File: src/source/rp_pkg.sv
// shared widths, sample and DAC types
// system bus request and response structs
// region numbers, route selects and register offsets
`default_nettype none

package rp_pkg;

  localparam int SAMPLE_W  = 14;  // ADC and DAC sample width
  localparam int ADC_PIN_W = 16;  // pin word, two lowest bits reserved

  typedef logic signed [SAMPLE_W-1:0] sample_t;

  // both DAC channels leave together, offset coded
  typedef struct packed {
    logic [SAMPLE_W-1:0] ch_a;
    logic [SAMPLE_W-1:0] ch_b;
  } dac_pair_t;

  //////////////////////////////
  // system bus
  typedef struct packed {
    logic [31:0] addr;
    logic [31:0] wdata;
    logic        wen;    // one cycle pulse
    logic        ren;    // one cycle pulse
  } sys_req_t;

  typedef struct packed {
    logic [31:0] rdata;
    logic        err;
    logic        ack;
  } sys_rsp_t;

  localparam int         N_REGIONS    = 8;     // addr[22:20]
  localparam logic [2:0] REGION_HK    = 3'd0;
  localparam logic [2:0] REGION_ROUTE = 3'd1;

  typedef enum logic [1:0] {SRC_ADC_A, SRC_ADC_B, SRC_LEVEL, SRC_ZERO} route_sel_t;

  // offsets inside a region, addr[19:0]
  localparam logic [19:0] HK_ID_OFS    = 20'h00;
  localparam logic [19:0] HK_LOOP_OFS  = 20'h04;
  localparam logic [19:0] HK_LED_OFS   = 20'h30;
  localparam logic [19:0] RT_SEL_A_OFS = 20'h00;
  localparam logic [19:0] RT_SEL_B_OFS = 20'h04;
  localparam logic [19:0] RT_LVL_A_OFS = 20'h08;
  localparam logic [19:0] RT_LVL_B_OFS = 20'h0C;

  // negative slope offset code <-> two's complement, same rule both ways
  function automatic logic [SAMPLE_W-1:0] ofs_conv(input logic [SAMPLE_W-1:0] code);
    return {code[SAMPLE_W-1], ~code[SAMPLE_W-2:0]};
  endfunction

endpackage

`default_nettype wire
File: src/source/red_pitaya_top.sv
// top level, fast analog path and system bus
// ADC front end, bus decoder, housekeeping, router, DAC back end
`timescale 1ns/1ps
`default_nettype none

module red_pitaya_top #(
  parameter logic [31:0] HK_ID = 32'h5250_0001  // board ID word
)(
  input  logic                         adc_clk,
  input  logic                         rst_n_i,
  input  logic [rp_pkg::ADC_PIN_W-1:0] adc_dat_a_i,  // ADC CH1
  input  logic [rp_pkg::ADC_PIN_W-1:0] adc_dat_b_i,  // ADC CH2
  input  rp_pkg::sys_req_t             sys_req_i,    // host bus
  output rp_pkg::sys_rsp_t             sys_rsp_o,
  output rp_pkg::dac_pair_t            dac_dat_o,    // both channels
  output logic                         dac_rst_o,
  output logic [7:0]                   led_o
);

  rp_pkg::sample_t  adc_a, adc_b;    // into router
  rp_pkg::sample_t  dac_a, dac_b;    // out of router, also loop source
  rp_pkg::sys_req_t hk_req, rt_req;
  rp_pkg::sys_rsp_t hk_rsp, rt_rsp;
  logic             digital_loop;

  //////////////////////////////
  // input side
  adc_frontend u_adc_frontend (
    .adc_clk     (adc_clk),
    .rst_n_i     (rst_n_i),
    .adc_dat_a_i (adc_dat_a_i),
    .adc_dat_b_i (adc_dat_b_i),
    .loop_en_i   (digital_loop),
    .loop_a_i    (dac_a),
    .loop_b_i    (dac_b),
    .adc_a_o     (adc_a),
    .adc_b_o     (adc_b)
  );

  //////////////////////////////
  // bus and processing
  sys_bus_decoder u_sys_bus_decoder (
    .adc_clk    (adc_clk),
    .rst_n_i    (rst_n_i),
    .host_req_i (sys_req_i),
    .host_rsp_o (sys_rsp_o),
    .hk_req_o   (hk_req),
    .hk_rsp_i   (hk_rsp),
    .rt_req_o   (rt_req),
    .rt_rsp_i   (rt_rsp)
  );

  hk_regs #(.HK_ID(HK_ID)) u_hk_regs (
    .adc_clk   (adc_clk),
    .rst_n_i   (rst_n_i),
    .req_i     (hk_req),
    .rsp_o     (hk_rsp),
    .loop_en_o (digital_loop),
    .led_o     (led_o)
  );

  signal_router u_signal_router (
    .adc_clk (adc_clk),
    .rst_n_i (rst_n_i),
    .req_i   (rt_req),
    .rsp_o   (rt_rsp),
    .adc_a_i (adc_a),
    .adc_b_i (adc_b),
    .dac_a_o (dac_a),
    .dac_b_o (dac_b)
  );

  //////////////////////////////
  // output side
  dac_backend u_dac_backend (
    .adc_clk   (adc_clk),
    .rst_n_i   (rst_n_i),
    .dac_a_i   (dac_a),
    .dac_b_i   (dac_b),
    .dac_dat_o (dac_dat_o),
    .dac_rst_o (dac_rst_o)
  );

endmodule

`default_nettype wire

File: src/source/dac_backend.sv
// DAC output register, two's complement to offset code
// registered DAC reset level
`timescale 1ns/1ps
`default_nettype none

module dac_backend
  import rp_pkg::*;
(
  input  logic      adc_clk,
  input  logic      rst_n_i,
  input  sample_t   dac_a_i,
  input  sample_t   dac_b_i,
  output dac_pair_t dac_dat_o,
  output logic      dac_rst_o   // active high
);

  dac_pair_t dac_q;
  logic      dac_rst_q;

  //////////////////////////////
  // output register
  always_ff @(posedge adc_clk or negedge rst_n_i)
  begin
    if (!rst_n_i)
    begin
      dac_q.ch_a <= ofs_conv({SAMPLE_W{1'b0}});  // mid scale
      dac_q.ch_b <= ofs_conv({SAMPLE_W{1'b0}});
      dac_rst_q  <= 1'b1;
    end
    else
    begin
      dac_q.ch_a <= ofs_conv(dac_a_i);
      dac_q.ch_b <= ofs_conv(dac_b_i);
      dac_rst_q  <= 1'b0;  // drops one edge after release
    end
  end

  assign dac_dat_o = dac_q;
  assign dac_rst_o = dac_rst_q;

  // no data moves on the pins while the DAC is still held in reset
  a_rst_quiet: assert property (@(posedge adc_clk) disable iff (!rst_n_i)
    dac_rst_o |=> $stable(dac_dat_o));

endmodule

`default_nettype wire

File: src/source/signal_router.sv
// signal router, region 1
// per-channel source select and constant level registers
// registered DAC sample per channel
`timescale 1ns/1ps
`default_nettype none

module signal_router
  import rp_pkg::*;
(
  input  logic     adc_clk,
  input  logic     rst_n_i,
  input  sys_req_t req_i,
  output sys_rsp_t rsp_o,
  input  sample_t  adc_a_i,
  input  sample_t  adc_b_i,
  output sample_t  dac_a_o,
  output sample_t  dac_b_o
);

  route_sel_t  sel_a_q, sel_b_q;
  sample_t     lvl_a_q, lvl_b_q;
  sample_t     dac_a_q, dac_b_q;
  logic        ack_q;
  logic [31:0] rdata_q;

  // one source mux, used for both channels
  function automatic sample_t route(input route_sel_t sel, input sample_t a,
                                    input sample_t b, input sample_t lvl);
    case (sel)
      SRC_ADC_A: return a;
      SRC_ADC_B: return b;
      SRC_LEVEL: return lvl;
      default:   return '0;  // SRC_ZERO
    endcase
  endfunction

  //////////////////////////////
  // config registers
  always_ff @(posedge adc_clk or negedge rst_n_i)
  begin
    if (!rst_n_i)
    begin
      sel_a_q <= SRC_ADC_A;  // straight through after reset
      sel_b_q <= SRC_ADC_B;
      lvl_a_q <= '0;
      lvl_b_q <= '0;
      ack_q   <= 1'b0;
    end
    else
    begin
      ack_q <= req_i.wen | req_i.ren;
      if (req_i.wen)
      begin
        case (req_i.addr[19:0])
          RT_SEL_A_OFS: sel_a_q <= route_sel_t'(req_i.wdata[1:0]);
          RT_SEL_B_OFS: sel_b_q <= route_sel_t'(req_i.wdata[1:0]);
          RT_LVL_A_OFS: lvl_a_q <= sample_t'(req_i.wdata[SAMPLE_W-1:0]);
          RT_LVL_B_OFS: lvl_b_q <= sample_t'(req_i.wdata[SAMPLE_W-1:0]);
          default:      ;
        endcase
      end
    end
  end

  // readback, raw fields zero extended
  always_ff @(posedge adc_clk)
  begin
    if (req_i.ren)
    begin
      case (req_i.addr[19:0])
        RT_SEL_A_OFS: rdata_q <= {30'h0, sel_a_q};
        RT_SEL_B_OFS: rdata_q <= {30'h0, sel_b_q};
        RT_LVL_A_OFS: rdata_q <= {{(32-SAMPLE_W){1'b0}}, lvl_a_q};
        RT_LVL_B_OFS: rdata_q <= {{(32-SAMPLE_W){1'b0}}, lvl_b_q};
        default:      rdata_q <= 32'h0;
      endcase
    end
  end

  //////////////////////////////
  // sample path
  always_ff @(posedge adc_clk or negedge rst_n_i)
  begin
    if (!rst_n_i)
    begin
      dac_a_q <= '0;  // DAC sits at mid scale
      dac_b_q <= '0;
    end
    else
    begin
      dac_a_q <= route(sel_a_q, adc_a_i, adc_b_i, lvl_a_q);
      dac_b_q <= route(sel_b_q, adc_a_i, adc_b_i, lvl_b_q);
    end
  end

  assign dac_a_o = dac_a_q;
  assign dac_b_o = dac_b_q;
  assign rsp_o   = '{rdata: rdata_q, err: 1'b0, ack: ack_q};

  a_zero_a: assert property (@(posedge adc_clk) disable iff (!rst_n_i)
    sel_a_q == SRC_ZERO |=> dac_a_o == '0);
  a_zero_b: assert property (@(posedge adc_clk) disable iff (!rst_n_i)
    sel_b_q == SRC_ZERO |=> dac_b_o == '0);

endmodule

`default_nettype wire

File: src/source/hk_regs.sv
// housekeeping registers, region 0
// read-only ID, digital loop enable, LED register
`timescale 1ns/1ps
`default_nettype none

module hk_regs
  import rp_pkg::*;
#(
  parameter logic [31:0] HK_ID = 32'h0
)(
  input  logic       adc_clk,
  input  logic       rst_n_i,
  input  sys_req_t   req_i,
  output sys_rsp_t   rsp_o,
  output logic       loop_en_o,  // ADC <- DAC loopback
  output logic [7:0] led_o
);

  logic        loop_q;
  logic [7:0]  led_q;
  logic        ack_q;
  logic [31:0] rdata_q;

  //////////////////////////////
  // write side
  always_ff @(posedge adc_clk or negedge rst_n_i)
  begin
    if (!rst_n_i)
    begin
      loop_q <= 1'b0;
      led_q  <= 8'h0;
    end
    else if (req_i.wen)
    begin
      case (req_i.addr[19:0])
        HK_LOOP_OFS: loop_q <= req_i.wdata[0];
        HK_LED_OFS:  led_q  <= req_i.wdata[7:0];
        default:     ;  // ID and holes ignore writes
      endcase
    end
  end

  //////////////////////////////
  // read side, answers one cycle after the enable
  always_ff @(posedge adc_clk or negedge rst_n_i)
  begin
    if (!rst_n_i)
      ack_q <= 1'b0;
    else
      ack_q <= req_i.wen | req_i.ren;  // writes acked too
  end

  always_ff @(posedge adc_clk)
  begin
    if (req_i.ren)
    begin
      case (req_i.addr[19:0])
        HK_ID_OFS:   rdata_q <= HK_ID;
        HK_LOOP_OFS: rdata_q <= {31'h0, loop_q};
        HK_LED_OFS:  rdata_q <= {24'h0, led_q};
        default:     rdata_q <= 32'h0;  // unmapped reads zero
      endcase
    end
  end

  assign rsp_o     = '{rdata: rdata_q, err: 1'b0, ack: ack_q};
  assign loop_en_o = loop_q;
  assign led_o     = led_q;

  // one ack per enable, high for a single cycle
  a_ack_timing: assert property (@(posedge adc_clk) disable iff (!rst_n_i)
    (req_i.wen || req_i.ren) |=> rsp_o.ack ##1 !rsp_o.ack);

endmodule

`default_nettype wire

File: src/source/sys_bus_decoder.sv
// system bus decoder, eight regions on addr[22:20]
// enable fan-out, response mux, idle replies for regions 2 to 7
`timescale 1ns/1ps
`default_nettype none

module sys_bus_decoder
  import rp_pkg::*;
(
  input  logic     adc_clk,
  input  logic     rst_n_i,
  input  sys_req_t host_req_i,
  output sys_rsp_t host_rsp_o,
  output sys_req_t hk_req_o,   // region 0
  input  sys_rsp_t hk_rsp_i,
  output sys_req_t rt_req_o,   // region 1
  input  sys_rsp_t rt_rsp_i
);

  logic [2:0]           region;
  logic [N_REGIONS-1:0] cs;      // one-hot chip select

  assign region = host_req_i.addr[22:20];
  assign cs     = N_REGIONS'(1) << region;

  //////////////////////////////
  // request fan-out
  always_comb
  begin
    hk_req_o     = host_req_i;                        // addr, wdata shared
    hk_req_o.wen = host_req_i.wen & cs[REGION_HK];
    hk_req_o.ren = host_req_i.ren & cs[REGION_HK];
    rt_req_o     = host_req_i;
    rt_req_o.wen = host_req_i.wen & cs[REGION_ROUTE];
    rt_req_o.ren = host_req_i.ren & cs[REGION_ROUTE];
  end

  //////////////////////////////
  // response mux
  always_comb
  begin
    case (region)
      REGION_HK:    host_rsp_o = hk_rsp_i;
      REGION_ROUTE: host_rsp_o = rt_rsp_i;
      default:
      begin
        // nothing mapped, answer at once
        host_rsp_o.rdata = 32'h0;
        host_rsp_o.err   = 1'b0;
        host_rsp_o.ack   = 1'b1;
      end
    endcase
  end

  // host never issues a read and a write in the same cycle
  a_no_wen_ren: assert property (@(posedge adc_clk) disable iff (!rst_n_i)
    !(host_req_i.wen && host_req_i.ren));

endmodule

`default_nettype wire

File: src/source/adc_frontend.sv
// ADC input registers for both channels
// offset code to two's complement, digital loopback select
`timescale 1ns/1ps
`default_nettype none

module adc_frontend
  import rp_pkg::*;
(
  input  logic                 adc_clk,
  input  logic                 rst_n_i,
  input  logic [ADC_PIN_W-1:0] adc_dat_a_i,  // ADC CH1 pins
  input  logic [ADC_PIN_W-1:0] adc_dat_b_i,  // ADC CH2 pins
  input  logic                 loop_en_i,    // from housekeeping
  input  sample_t              loop_a_i,     // router outputs
  input  sample_t              loop_b_i,
  output sample_t              adc_a_o,
  output sample_t              adc_b_o
);

  logic [SAMPLE_W-1:0] adc_dat_a_q;  // raw pin code
  logic [SAMPLE_W-1:0] adc_dat_b_q;

  //////////////////////////////
  // pin registers
  // bits 1:0 reserved for a 16 bit part, dropped here
  always_ff @(posedge adc_clk or negedge rst_n_i)
  begin
    if (!rst_n_i)
    begin
      // pin code that reads back as signed zero
      adc_dat_a_q <= ofs_conv({SAMPLE_W{1'b0}});
      adc_dat_b_q <= ofs_conv({SAMPLE_W{1'b0}});
    end
    else
    begin
      adc_dat_a_q <= adc_dat_a_i[ADC_PIN_W-1:ADC_PIN_W-SAMPLE_W];
      adc_dat_b_q <= adc_dat_b_i[ADC_PIN_W-1:ADC_PIN_W-SAMPLE_W];
    end
  end

  //////////////////////////////
  // conversion and loopback
  // loop path closes through the router register only
  assign adc_a_o = loop_en_i ? loop_a_i : sample_t'(ofs_conv(adc_dat_a_q));
  assign adc_b_o = loop_en_i ? loop_b_i : sample_t'(ofs_conv(adc_dat_b_q));

endmodule

`default_nettype wire

File: config.mk
export PLATFORM = sky130hd
export DESIGN_NAME = red_pitaya_top
export DESIGN_NICKNAME = d
export VERILOG_FILES = /design/src/source/rp_pkg.sv /design/src/source/red_pitaya_top.sv /design/src/source/dac_backend.sv /design/src/source/signal_router.sv /design/src/source/hk_regs.sv /design/src/source/sys_bus_decoder.sv /design/src/source/adc_frontend.sv
export SDC_FILE = /design/constraint.sdc
export NUM_CORES = 1
export LEC_CHECK = 0
export ABC_AREA = 1
export BUFFER_PORTS_ARGS = -buffer_cell sky130_fd_sc_hd__buf_2
export CORE_MARGIN = 3
export CORE_UTILIZATION = 47
export DETAILED_ROUTE_END_ITERATION = 10
export PLACE_DENSITY_LB_ADDON = 0.25
export SLEW_MARGIN = 20
export SYNTH_ARGS = -nofsm -noshare
export SYNTH_HDL_FRONTEND = slang
export SYNTH_HIERARCHICAL = 1
export SYNTH_SLANG_ARGS = --single-unit
File: constraint.sdc
create_clock -name adc_clk -period 1.5 [get_ports adc_clk]
set_input_delay 0.075 -clock adc_clk [delete_from_list [all_inputs] [get_ports adc_clk]]
set_output_delay 0.075 -clock adc_clk [all_outputs]
set_load 0.05 [all_outputs]
==> results of run 1 <==
[stage by stage]
| stage | worst slack, ns | cell area, um^2 | power [mW] | cells | util |
|---|---|---|---|---|---|
| floorplan | 0.0560 | 7880 | 5.22 | 896 | - |
| global placement | 0.0106 | 8000 | 5.33 | 1119 | 0.500 |
| detailed placement | -0.0540 | 8000 | 5.33 | 1119 | 0.500 |
| CTS | 0.0567 | 9010 | 9.61 | 1194 | 0.563 |
| global route | 0.000534 | 9020 | 9.90 | 1194 | 0.564 |
| finish | 0.0989 | 9020 | 9.52 | 1194 | 0.564 |
[tightest hold or removal path, delay by kind of cell]
kind	cells	cell delay, ns
buffers and inverters	1	0.09
and+or+nand+nor	5	0.32
[sequential cells by signal, summed over array words and instances, names as in the netlist, 9 cells and up]
name / count
u_adc_frontend/adc_dat_a_q: 14
u_adc_frontend/adc_dat_b_q: 14
u_dac_backend/dac_dat_o: 28
u_hk_regs/rdata_q: 9
u_signal_router/dac_a_o: 14
u_signal_router/dac_b_o: 14
u_signal_router/lvl_a_q: 14
u_signal_router/lvl_b_q: 14
u_signal_router/rdata_q: 14
[how the worst min path moves through the flow]
stage,endpoint,from,cells past startpoint
after floorplan,u_adc_frontend/adc_dat_a_q[13],rst_n_i,0
after global placement,u_signal_router/dac_b_o[10],rst_n_i,2
after detailed placement,u_signal_router/dac_b_o[10],rst_n_i,2
after CTS,u_signal_router/sel_b_q[0],sys_req_i[35],6
after global routing,u_hk_regs/loop_en_o,sys_req_i[50],6
final,u_signal_router/sel_b_q[0],sys_req_i[35],6
[what timing repair did]
item,CTS,global route
resized for setup,1,1
cloned,0,0
endpoints found under the hold margin,143,0
setup endpoints to repair,4,2
hold buffers,43,0
[where the power goes]
| part | internal, mW | switching, mW |
|---|---|---|
| sequential | 4.34 | 0.0522 |
| clock | 2.42 | 1.75 |
| combinational | 0.295 | 0.660 |
[per-layer routing]
metal / vias up / track usage / share of wire
li1: 2824 / - / -
met1: 2578 / 0.251 / 0.45
met2: 137 / 0.315 / 0.49
met3: 21 / 0.0390 / 0.049
met4: 0 / 0.0577 / 0.015
met5: - / 0 / 0
[cell type report]
class                      instances  area share
clock buffer                      19      0.0504
clock inverter                    13      0.0144
inverter                          95      0.0398
multi-input combinational        504       0.278
sequential                       151       0.439
tap                              216      0.0300
timing repair buffer             196       0.148
==> results.txt, run 1 <==
P_leak -> 4.53 nW
RR Startpoint -> u_signal_router/sel_a_q[0]
global route overflow -> 0
worst relative slew slack -> 0.572
CTS tree -> yes
Final nets -> 1065
Post-Syn Area -> 7740 um^2
critical path depth -> 3
Vias/cell -> 4.66
die height -> 134 um
commonest non-fill, non-tap cell in the layout -> nand2_1
CTS Buf Count -> 17
Worst Hold Class -> input port to flip-flop
clock period minus worst slack -> 1.40 ns
PortBufs -> 125
VDD IR-drop max -> 0.773 mV
Placer Congestion -> 0.813
Post-CTS Setup Inserts -> 0
layout cells sized above 1 -> 0.307
area taken by flip-flops and latches -> 3960 um^2
Critical Path AT -> 1.33 ns
Max-Cap Viols -> 0
final hold vios -> 0
antenna violations before repair -> 0
# rows -> 46
post-detailed-route count of antenna-violating nets -> 0
Crit path largest cell delay -> 0.46 ns
DR iter-0 viols -> 298
CTS clk-pin slew, worst paths -> 0.06 ns
core area -> 16000 um^2
FMAX -> 0.714 GHz
htree depth -> 4
slowest CP cell -> edfxtp_1
first-pass GRT wire length -> 26.8 mm
DRT Pass-1 Iters -> 5
launch point of the worst path -> u_hk_regs/rdata_q[28]
WL per Instance -> 14.0 um
Period Utilization, post-route -> 0.934
Root Driver -> clkbuf_16
Critical Path End Type -> output port
Slew Limit Fails -> 0
critical path peak fanout -> 5
Mean Syn Cell Area -> 9.02 um^2
area grow syn2layout -> 16.4%
area of the multi-input gates -> 2510 um^2
Critical Path RT -> 1.42 ns
final wirelength -> 16.7 mm
Worst Hold Slack -> 0.0736 ns
vias in the first global route -> 5333
die width -> 134 um
vias -> 5560
ANT cells -> 0
CP bufs+invs -> 1
largest net degree at the start of global routing -> 89
r2r endpoint -> u_signal_router/dac_a_o[7]
Reg2Reg Depth -> 3
synthesized netlist cell count -> 859
Max Root-Sink Buffers -> 2
outcome -> finished, final reports clean
hpwl dp -> 11.5 mm
clk_skew -> 0.00585 ns
startpoint types -> flip-flop
clk_lat worst skew -> 0.42 ns
setup TNS -> 0 ns
fillers -> 1478
crit path capture -> sys_rsp_o[24]
Cell Pwr Density -> 1060 nW/um^2
setup violators final -> 0
most frequent cells in the layout -> nand2_1 (211), buf_2 (124), nand3_1 (113)
Post-route DRC -> 0
CP Class -> flip-flop to output port
Tot GR Track Use -> 0.189
unrepaired setup endpoints after global routing -> false
# IOs -> 171
cell family with most CP delay -> flip-flops
critical-path cell list -> nand3_1 -> nand2_1 -> buf_2
Worst R2R Setup Slack -> 0.19 ns
worst-margin pin slew -> 0.642 ns
area of the die -> 18100 um^2
Initial Util -> 0.484
clock sink count -> 151
Warnings, synthesis -> 6
Note: power is estimated with default switching activity, not from simulation.
==> inputs of run 2 (changes only) <==
BUFFER_PORTS_ARGS = not set   (was -buffer_cell sky130_fd_sc_hd__buf_2)
DONT_BUFFER_PORTS = 1   (was not set)
==> run 2 against run 1 <==
Net effect: the flow now finishes with violations (negative hold slack); via count decreased by 3.6%; worst hold slack lost 0.71 ns; design area down 2.6%; critical endpoint is now u_signal_router/sel_a_q[1]; largest power group unchanged; register-to-register slack got worse by 0.07 ns; global-route usage grew 0.79 points; sequential share of layout area up 1.2 points; clock power grew 3%; combinational power down 29%; non-clock buffer count down 107; core utilization is 1.5 points lower.
==> results.txt, run 2 (synthesis results as in run 1) <==
Critical Path AT -> 1.72 ns (+0.39 ns)
Worst Hold Class -> input port to asynchronous set/reset pin
Initial Util -> 0.484 (unchanged)
CTS clk-pin slew, worst paths -> 0.06 ns (about the same)
Critical Path End Type -> flip-flop
PortBufs -> 0 (-100%)
vias -> 5361 (-3.6%)
clk_skew -> 0.00624 ns (+0.000385 ns)
htree depth -> 4 (unchanged)
CTS Buf Count -> 17 (unchanged)
Period Utilization, post-route -> 0.938 (+0.00372)
Cell Pwr Density -> 1090 nW/um^2 (+2.8%)
Slew Limit Fails -> 0 (unchanged)
Final Non-Filler Cells -> 1087 (-9.0%)
Max-Cap Viols -> 0 (unchanged)
area taken by flip-flops and latches -> 3960 um^2 (unchanged)
DRT Pass-1 Iters -> 6 (+1)
ANT cells -> 0 (unchanged)
post-detailed-route count of antenna-violating nets -> 0 (unchanged)
CP Class -> input port to flip-flop
final hold vios -> 128 (+128)
DR iter-0 viols -> 416 (+40%)
first-pass GRT wire length -> 28.0 mm (+4.4%)
clock sink count -> 151 (unchanged)
global route overflow -> 0 (unchanged)
Final Cell Area -> 8780 um^2 (-2.6%)
layout cells sized above 1 -> 0.218 (-0.0886)
most frequent cells in the layout -> nand2_1 (211), nand3_1 (113), inv_1 (91)
final wirelength -> 17.2 mm (+3.5%)
hpwl dp -> 11.7 mm (+1.5%)
largest net degree at the start of global routing -> 129 (+45%)
area of the multi-input gates -> 2510 um^2 (+0.20%)
WL per Instance -> 15.9 um (+14%)
Max Root-Sink Buffers -> 2 (unchanged)
die width -> 134 um (unchanged)
Worst Hold Slack -> -0.637 ns (-0.710 ns)
critical path peak fanout -> 5 (unchanged)
fillers -> 1468 (-0.68%)
Tot GR Track Use -> 0.197 (+0.00787)
# rows -> 46 (unchanged)
P_leak -> 4.15 nW (-8.5%)
failing checks -> negative hold slack
Largest register FFs -> 28 (unchanged)
antenna violations before repair -> 0 (unchanged)
setup violators final -> 0 (unchanged)
Post-Place Cells -> 1006 (-10%)
vias in the first global route -> 5436 (+1.9%)
clock period minus worst slack -> 1.41 ns (+0.00557 ns)
Post-CTS Hold Fix Bufs -> 51 (+19%)
Post-route DRC -> 0 (unchanged)
Root Driver -> clkbuf_16
area of the die -> 18100 um^2 (unchanged)
CTS tree -> yes
Critical Path RT -> 1.81 ns (+0.39 ns)
core area -> 16000 um^2 (unchanged)
dpl cell area -> 7670 um^2 (-4.1%)
# IOs -> 171 (unchanged)
startpoint types -> input port
unrepaired setup endpoints after global routing -> false
VDD IR-drop max -> 0.849 mV (+9.9%)
outcome -> complete, but fails checks
worst relative slew slack -> 0.470 (-0.102)
worst-margin pin slew -> 0.794 ns (+0.152 ns)
FMAX -> 0.711 GHz (-0.40%)
commonest non-fill, non-tap cell in the layout -> nand2_1
clk_lat worst skew -> 0.42 ns (about the same)
area grow syn2layout -> 13.4%
Final nets -> 958 (-10%)
die height -> 134 um (unchanged)
Post-CTS Setup Inserts -> 0 (unchanged)
Placer Congestion -> 0.802 (-1.3%)
Vias/cell -> 4.93 (+5.9%)
run 2: final timing paths:
kind / startpoint / endpoint / slack, ns / depth (start not counted)
setup / recovery: sys_req_i[36] / u_signal_router/sel_a_q[1] / 0.09 / 8
hold / removal: rst_n_i / u_signal_router/dac_a_o[4] / -0.64 / 0
setup reg to reg: u_signal_router/sel_a_q[0] / u_signal_router/dac_a_o[9] / 0.12 / 3
hold reg to reg: u_signal_router/dac_a_o[0] / u_dac_backend/dac_dat_o[14] / 0.37 / 1
max in group asynchronous: rst_n_i / u_signal_router/sel_b_q[0] / 1.86 / 0
min in group adc_clk: sys_req_i[34] / u_signal_router/sel_b_q[1] / 0.01 / 5
run 2: critical path, cell delays in order:
cell and delay [ns]:
dlygate4sd3_1 0.55, nor2_1 0.09, nand2_1 0.07, dlygate4sd3_1 0.57
nor2_2 0.15, nand2_1 0.09, nand2_1 0.07, nand2_1 0.05
run 2: timing repair:
item / 4_1_cts / 5_1_grt
endpoints found under the setup margin: 14 / 9
pin swaps: 0 / 0
gates resized for setup: 1 / 2
endpoints found under the hold margin: 197 / 128
run 2: area by class of cell:
class,instances,area share
Sequential cell,151,0.451
Multi-Input combinational cell,504,0.286
Timing Repair Buffer,89,0.121
Clock buffer,19,0.0529
Inverter,95,0.0409
Tap cell,216,0.0308
Clock inverter,13,0.0167
run 2: power breakdown:
group          switching (mW)  internal [mW]  total [mW]
Clock                    1.69           2.61        4.30
Combinational           0.408          0.274       0.681
Sequential              0.205           4.35        4.55
Total                    2.31           7.23        9.53
run 2: per-layer routing:
| layer | track usage | vias up | wire length [um] |
|---|---|---|---|
| met2 | 0.332 | 174 | 8680 |
| met1 | 0.248 | 2544 | 7290 |
| met5 | 0 | - | 0 |
| li1 | - | 2615 | - |
| met4 | 0.0730 | 0 | 310 |
| met3 | 0.0473 | 28 | 953 |
run 2: stage by stage:
step / power [mW] / hold WS [ns] / setup TNS [ns] / setup WS [ns] / util
global placement: 5.17 / -0.217 / -0.0207 / -0.0153 / 0.479
floorplan: 5.22 / -0.221 / 0 / 0.0560 / -
global route: 9.88 / -0.666 / 0 / 0.0392 / 0.549
finish: 9.53 / -0.637 / 0 / 0.0933 / 0.549
detailed placement: 5.18 / -0.216 / -1.52 / -0.134 / 0.479
CTS: 9.63 / -0.667 / 0 / 0.0544 / 0.550
==> inputs of run 3 (changes only) <==
ABC_AREA = not set   (was 1)
HOLD_SLACK_MARGIN = 0.08   (was not set)
==> run 3 against run 2 <==
Net effect: the flow finishes with violations (negative hold slack, negative setup slack); maximum frequency shrank 22%; setup slack lost 0.40 ns; non-clock buffer count grew 28; design area shrank 0.88%; clock power is essentially flat; clock skew grew 0.0053 ns; combinational power shrank 16%; core utilization grew 1.3 points; synthesized cell count shrank 25%; cell count shrank 17%; register-to-register slack lost 0.10 ns; wire length shrank 10%.
==> results.txt, run 3 <==
part of the power in registers -> 0.483 (+0.006)
Slew Limit Fails -> 0 (unchanged)
# IOs -> 171 (unchanged)
clk_lat worst skew -> 0.42 ns (about the same)
Net Switching -> 2.16 mW (-6.2%)
RR Startpoint -> u_signal_router/lvl_b_q[9]
fillers -> 1255 (-15%)
Tot GR Track Use -> 0.177 (-0.0205)
PortBufs -> 0 (unchanged)
DR iter-0 viols -> 233 (-44%)
clock period minus worst slack -> 1.81 ns (+0.404 ns)
Crit path largest cell delay -> 0.59 ns (+0.02 ns)
critical path's most frequent cell -> or4_4
worst-margin pin slew -> 0.903 ns (+0.110 ns)
Vias/cell -> 4.89 (-0.94%)
Worst R2R Setup Slack -> 0.02 ns (-0.10 ns)
worst relative slew slack -> 0.396 (-0.0747)
Largest register FFs -> 28 (unchanged)
die height -> 133 um (-0.91%)
most frequent cells in the layout -> dfrtp_1 (73), mux2i_1 (73), dlygate4sd3_1 (56), buf_4 (56), nand2_1 (56)
failing checks -> negative hold slack, negative setup slack
global routing's busiest layer -> met2
largest net degree at the start of global routing -> 129 (unchanged)
vias in the first global route -> 4696 (-14%)
vias -> 4431 (-17%)
first-pass GRT wire length -> 24.5 mm (-13%)
clock sink count -> 151 (unchanged)
Net Sw Frac -> 0.230 (-0.0125)
Clk pwr share -> 0.456 (+0.005)
Final Total Pwr -> 9.43 mW (-1.1%)
clk_skew -> 0.0115 ns (+0.00527 ns)
Reg2Reg Depth -> 3 (unchanged)
Int Pwr -> 7.26 mW (+0.51%)
Worst Hold Class -> input port to asynchronous set/reset pin
Post-route DRC -> 0 (unchanged)
die width -> 133 um (-0.91%)
Final nets -> 783 (-18%)
area grow syn2layout -> 14.5%
Cell Pwr Density -> 1080 nW/um^2 (-0.23%)
antenna violations before repair -> 0 (unchanged)
Setup WS post-layout -> -0.310 ns (-0.404 ns)
Logic pwr share -> 0.061 (-0.010)
GR Util met2 -> 0.308 (-0.0243)
DRT Pass-1 Iters -> 4 (-2)
Period Utilization, post-route -> 1.21 (+0.269)
Post-Syn Area -> 7600 um^2 (-1.9%)
CTS Buf Count -> 17 (unchanged)
cell family with most CP delay -> simple AND/OR/NAND/NOR gates
crit path capture -> u_signal_router/lvl_a_q[11]
CP Class -> input port to flip-flop
final hold vios -> 128 (unchanged)
Max Root-Sink Buffers -> 2 (unchanged)
Critical Path RT -> 1.80 ns (about the same)
startpoint types -> input port
Critical Path End Type -> flip-flop
WL per Instance -> 17.1 um (+7.8%)
CTS clk-pin slew, worst paths -> 0.06 ns (about the same)
FMAX -> 0.552 GHz (-22%)
r2r endpoint -> u_signal_router/rdata_q[9]
final wirelength -> 15.5 mm (-10%)
P_leak -> 3.87 nW (-6.8%)
hpwl dp -> 10.4 mm (-11%)
Max-Cap Viols -> 0 (unchanged)
launch point of the worst path -> sys_req_i[42]
Root Driver -> clkbuf_16
Final Cell Area -> 8700 um^2 (-0.88%)
Placer Congestion -> 0.785 (-2.1%)
post-detailed-route count of antenna-violating nets -> 0 (unchanged)
critical-path cell list -> or4_4 -> or4_4 -> or4_4 -> mux2_4
critical path depth -> 4 (-4)
htree depth -> 4 (unchanged)
met1 Use GR -> 0.206 (-0.0420)
# rows -> 45 (-2.2%)
critical path peak fanout -> 14 (+9)
CTS tree -> yes
Post-Place Setup Slack -> -0.737 ns (-0.603 ns)
ANT cells -> 0 (unchanged)
Worst Hold Slack -> -0.643 ns (-0.00651 ns)
area of the die -> 17700 um^2 (-1.8%)
global route overflow -> 0 (unchanged)
Mean Syn Cell Area -> 11.7 um^2 (+30%)
unrepaired setup endpoints after global routing -> true
slowest CP cell -> or4_4
outcome -> complete, but fails checks
Warnings, synthesis -> 6 (unchanged)
dpl cell area -> 7430 um^2 (-3.1%)
core area -> 15500 um^2 (-3.2%)
setup violators final -> 32 (+32)
VDD IR-drop max -> 1.06 mV (+25%)
layout cells sized above 1 -> 0.333 (+0.115)
CP bufs+invs -> 0 (-2)
Initial Util -> 0.491 (+0.00670)
GR Layer Usage met3 -> 0.0597 (+0.0124)
Critical Path AT -> 2.11 ns (+0.39 ns)
synthesized netlist cell count -> 647 (-25%)
run 3: worst min-delay path by stage:
stage	end	slack (ns)	depth (start not counted)
after floorplan	u_adc_frontend/adc_dat_a_q[13]	-0.22	0
after global placement	u_signal_router/dac_a_o[11]	-0.22	0
after detailed placement	u_signal_router/dac_a_o[8]	-0.22	0
after CTS	u_signal_router/dac_a_o[5]	-0.67	0
after global routing	u_signal_router/dac_a_o[5]	-0.67	0
final	u_signal_router/lvl_a_q[7]	-0.64	0
run 3: what timing repair did:
action | in CTS | in global routing
hold endpoints to repair | 220 | 129
setup endpoints to repair | 46 | 46
gates resized for setup | 4 | 8
hold buffers | 58 | 1
pin swaps | 0 | 3
buffers inserted | 0 | 1
run 3: power by group through the flow:
stage	Combinational [mW]	Sequential [mW]	Clock, mW
detailed placement	0.434	4.62	0
floorplan	0.617	4.60	0
global placement	0.426	4.62	0
CTS	0.563	4.56	4.38
global route	0.621	4.57	4.58
finish	0.573	4.55	4.30
run 3: per-layer routing:
| layer | wire length [um] | share of wire |
|---|---|---|
| met1 | 6320 | 0.41 |
| met2 | 8070 | 0.52 |
| met3 | 853 | 0.055 |
| met4 | 267 | 0.017 |
| met5 | 0 | 0 |
run 3: layout make-up:
class                           instances  area, um^2  share of cell area
Clock inverter                          9        83.8             0.00963
Multi-Input combinational cell        367        2690               0.309
Clock buffer                           23         532              0.0611
Timing Repair Buffer                  117        1060               0.122
Tap cell                              211         264              0.0303
Sequential cell                       151        3960               0.455
Inverter                               29         109              0.0125
run 3: metrics by stage:
| stage | utilization | hold WS [ns] | instances | TNS, ns |
|---|---|---|---|---|
| 4_1_cts | 0.559 | -0.668 | 905 | -10.85 |
| 3_3_place_gp | 0.480 | -0.215 | 815 | -24.50 |
| 3_5_place_dp | 0.480 | -0.216 | 815 | -26.08 |
| 5_1_grt | 0.562 | -0.670 | 907 | -8.80 |
| 6_report | 0.562 | -0.643 | 907 | -9.03 |
| 2_1_floorplan | - | -0.221 | 684 | -25.56 |
run 3: worst reg2reg max path, cell delays in order (launching register included):
cell	delay, ns
dfrtp_1	0.40
mux2i_1	0.20
dlygate4sd3_1	0.59
nor2_1	0.05
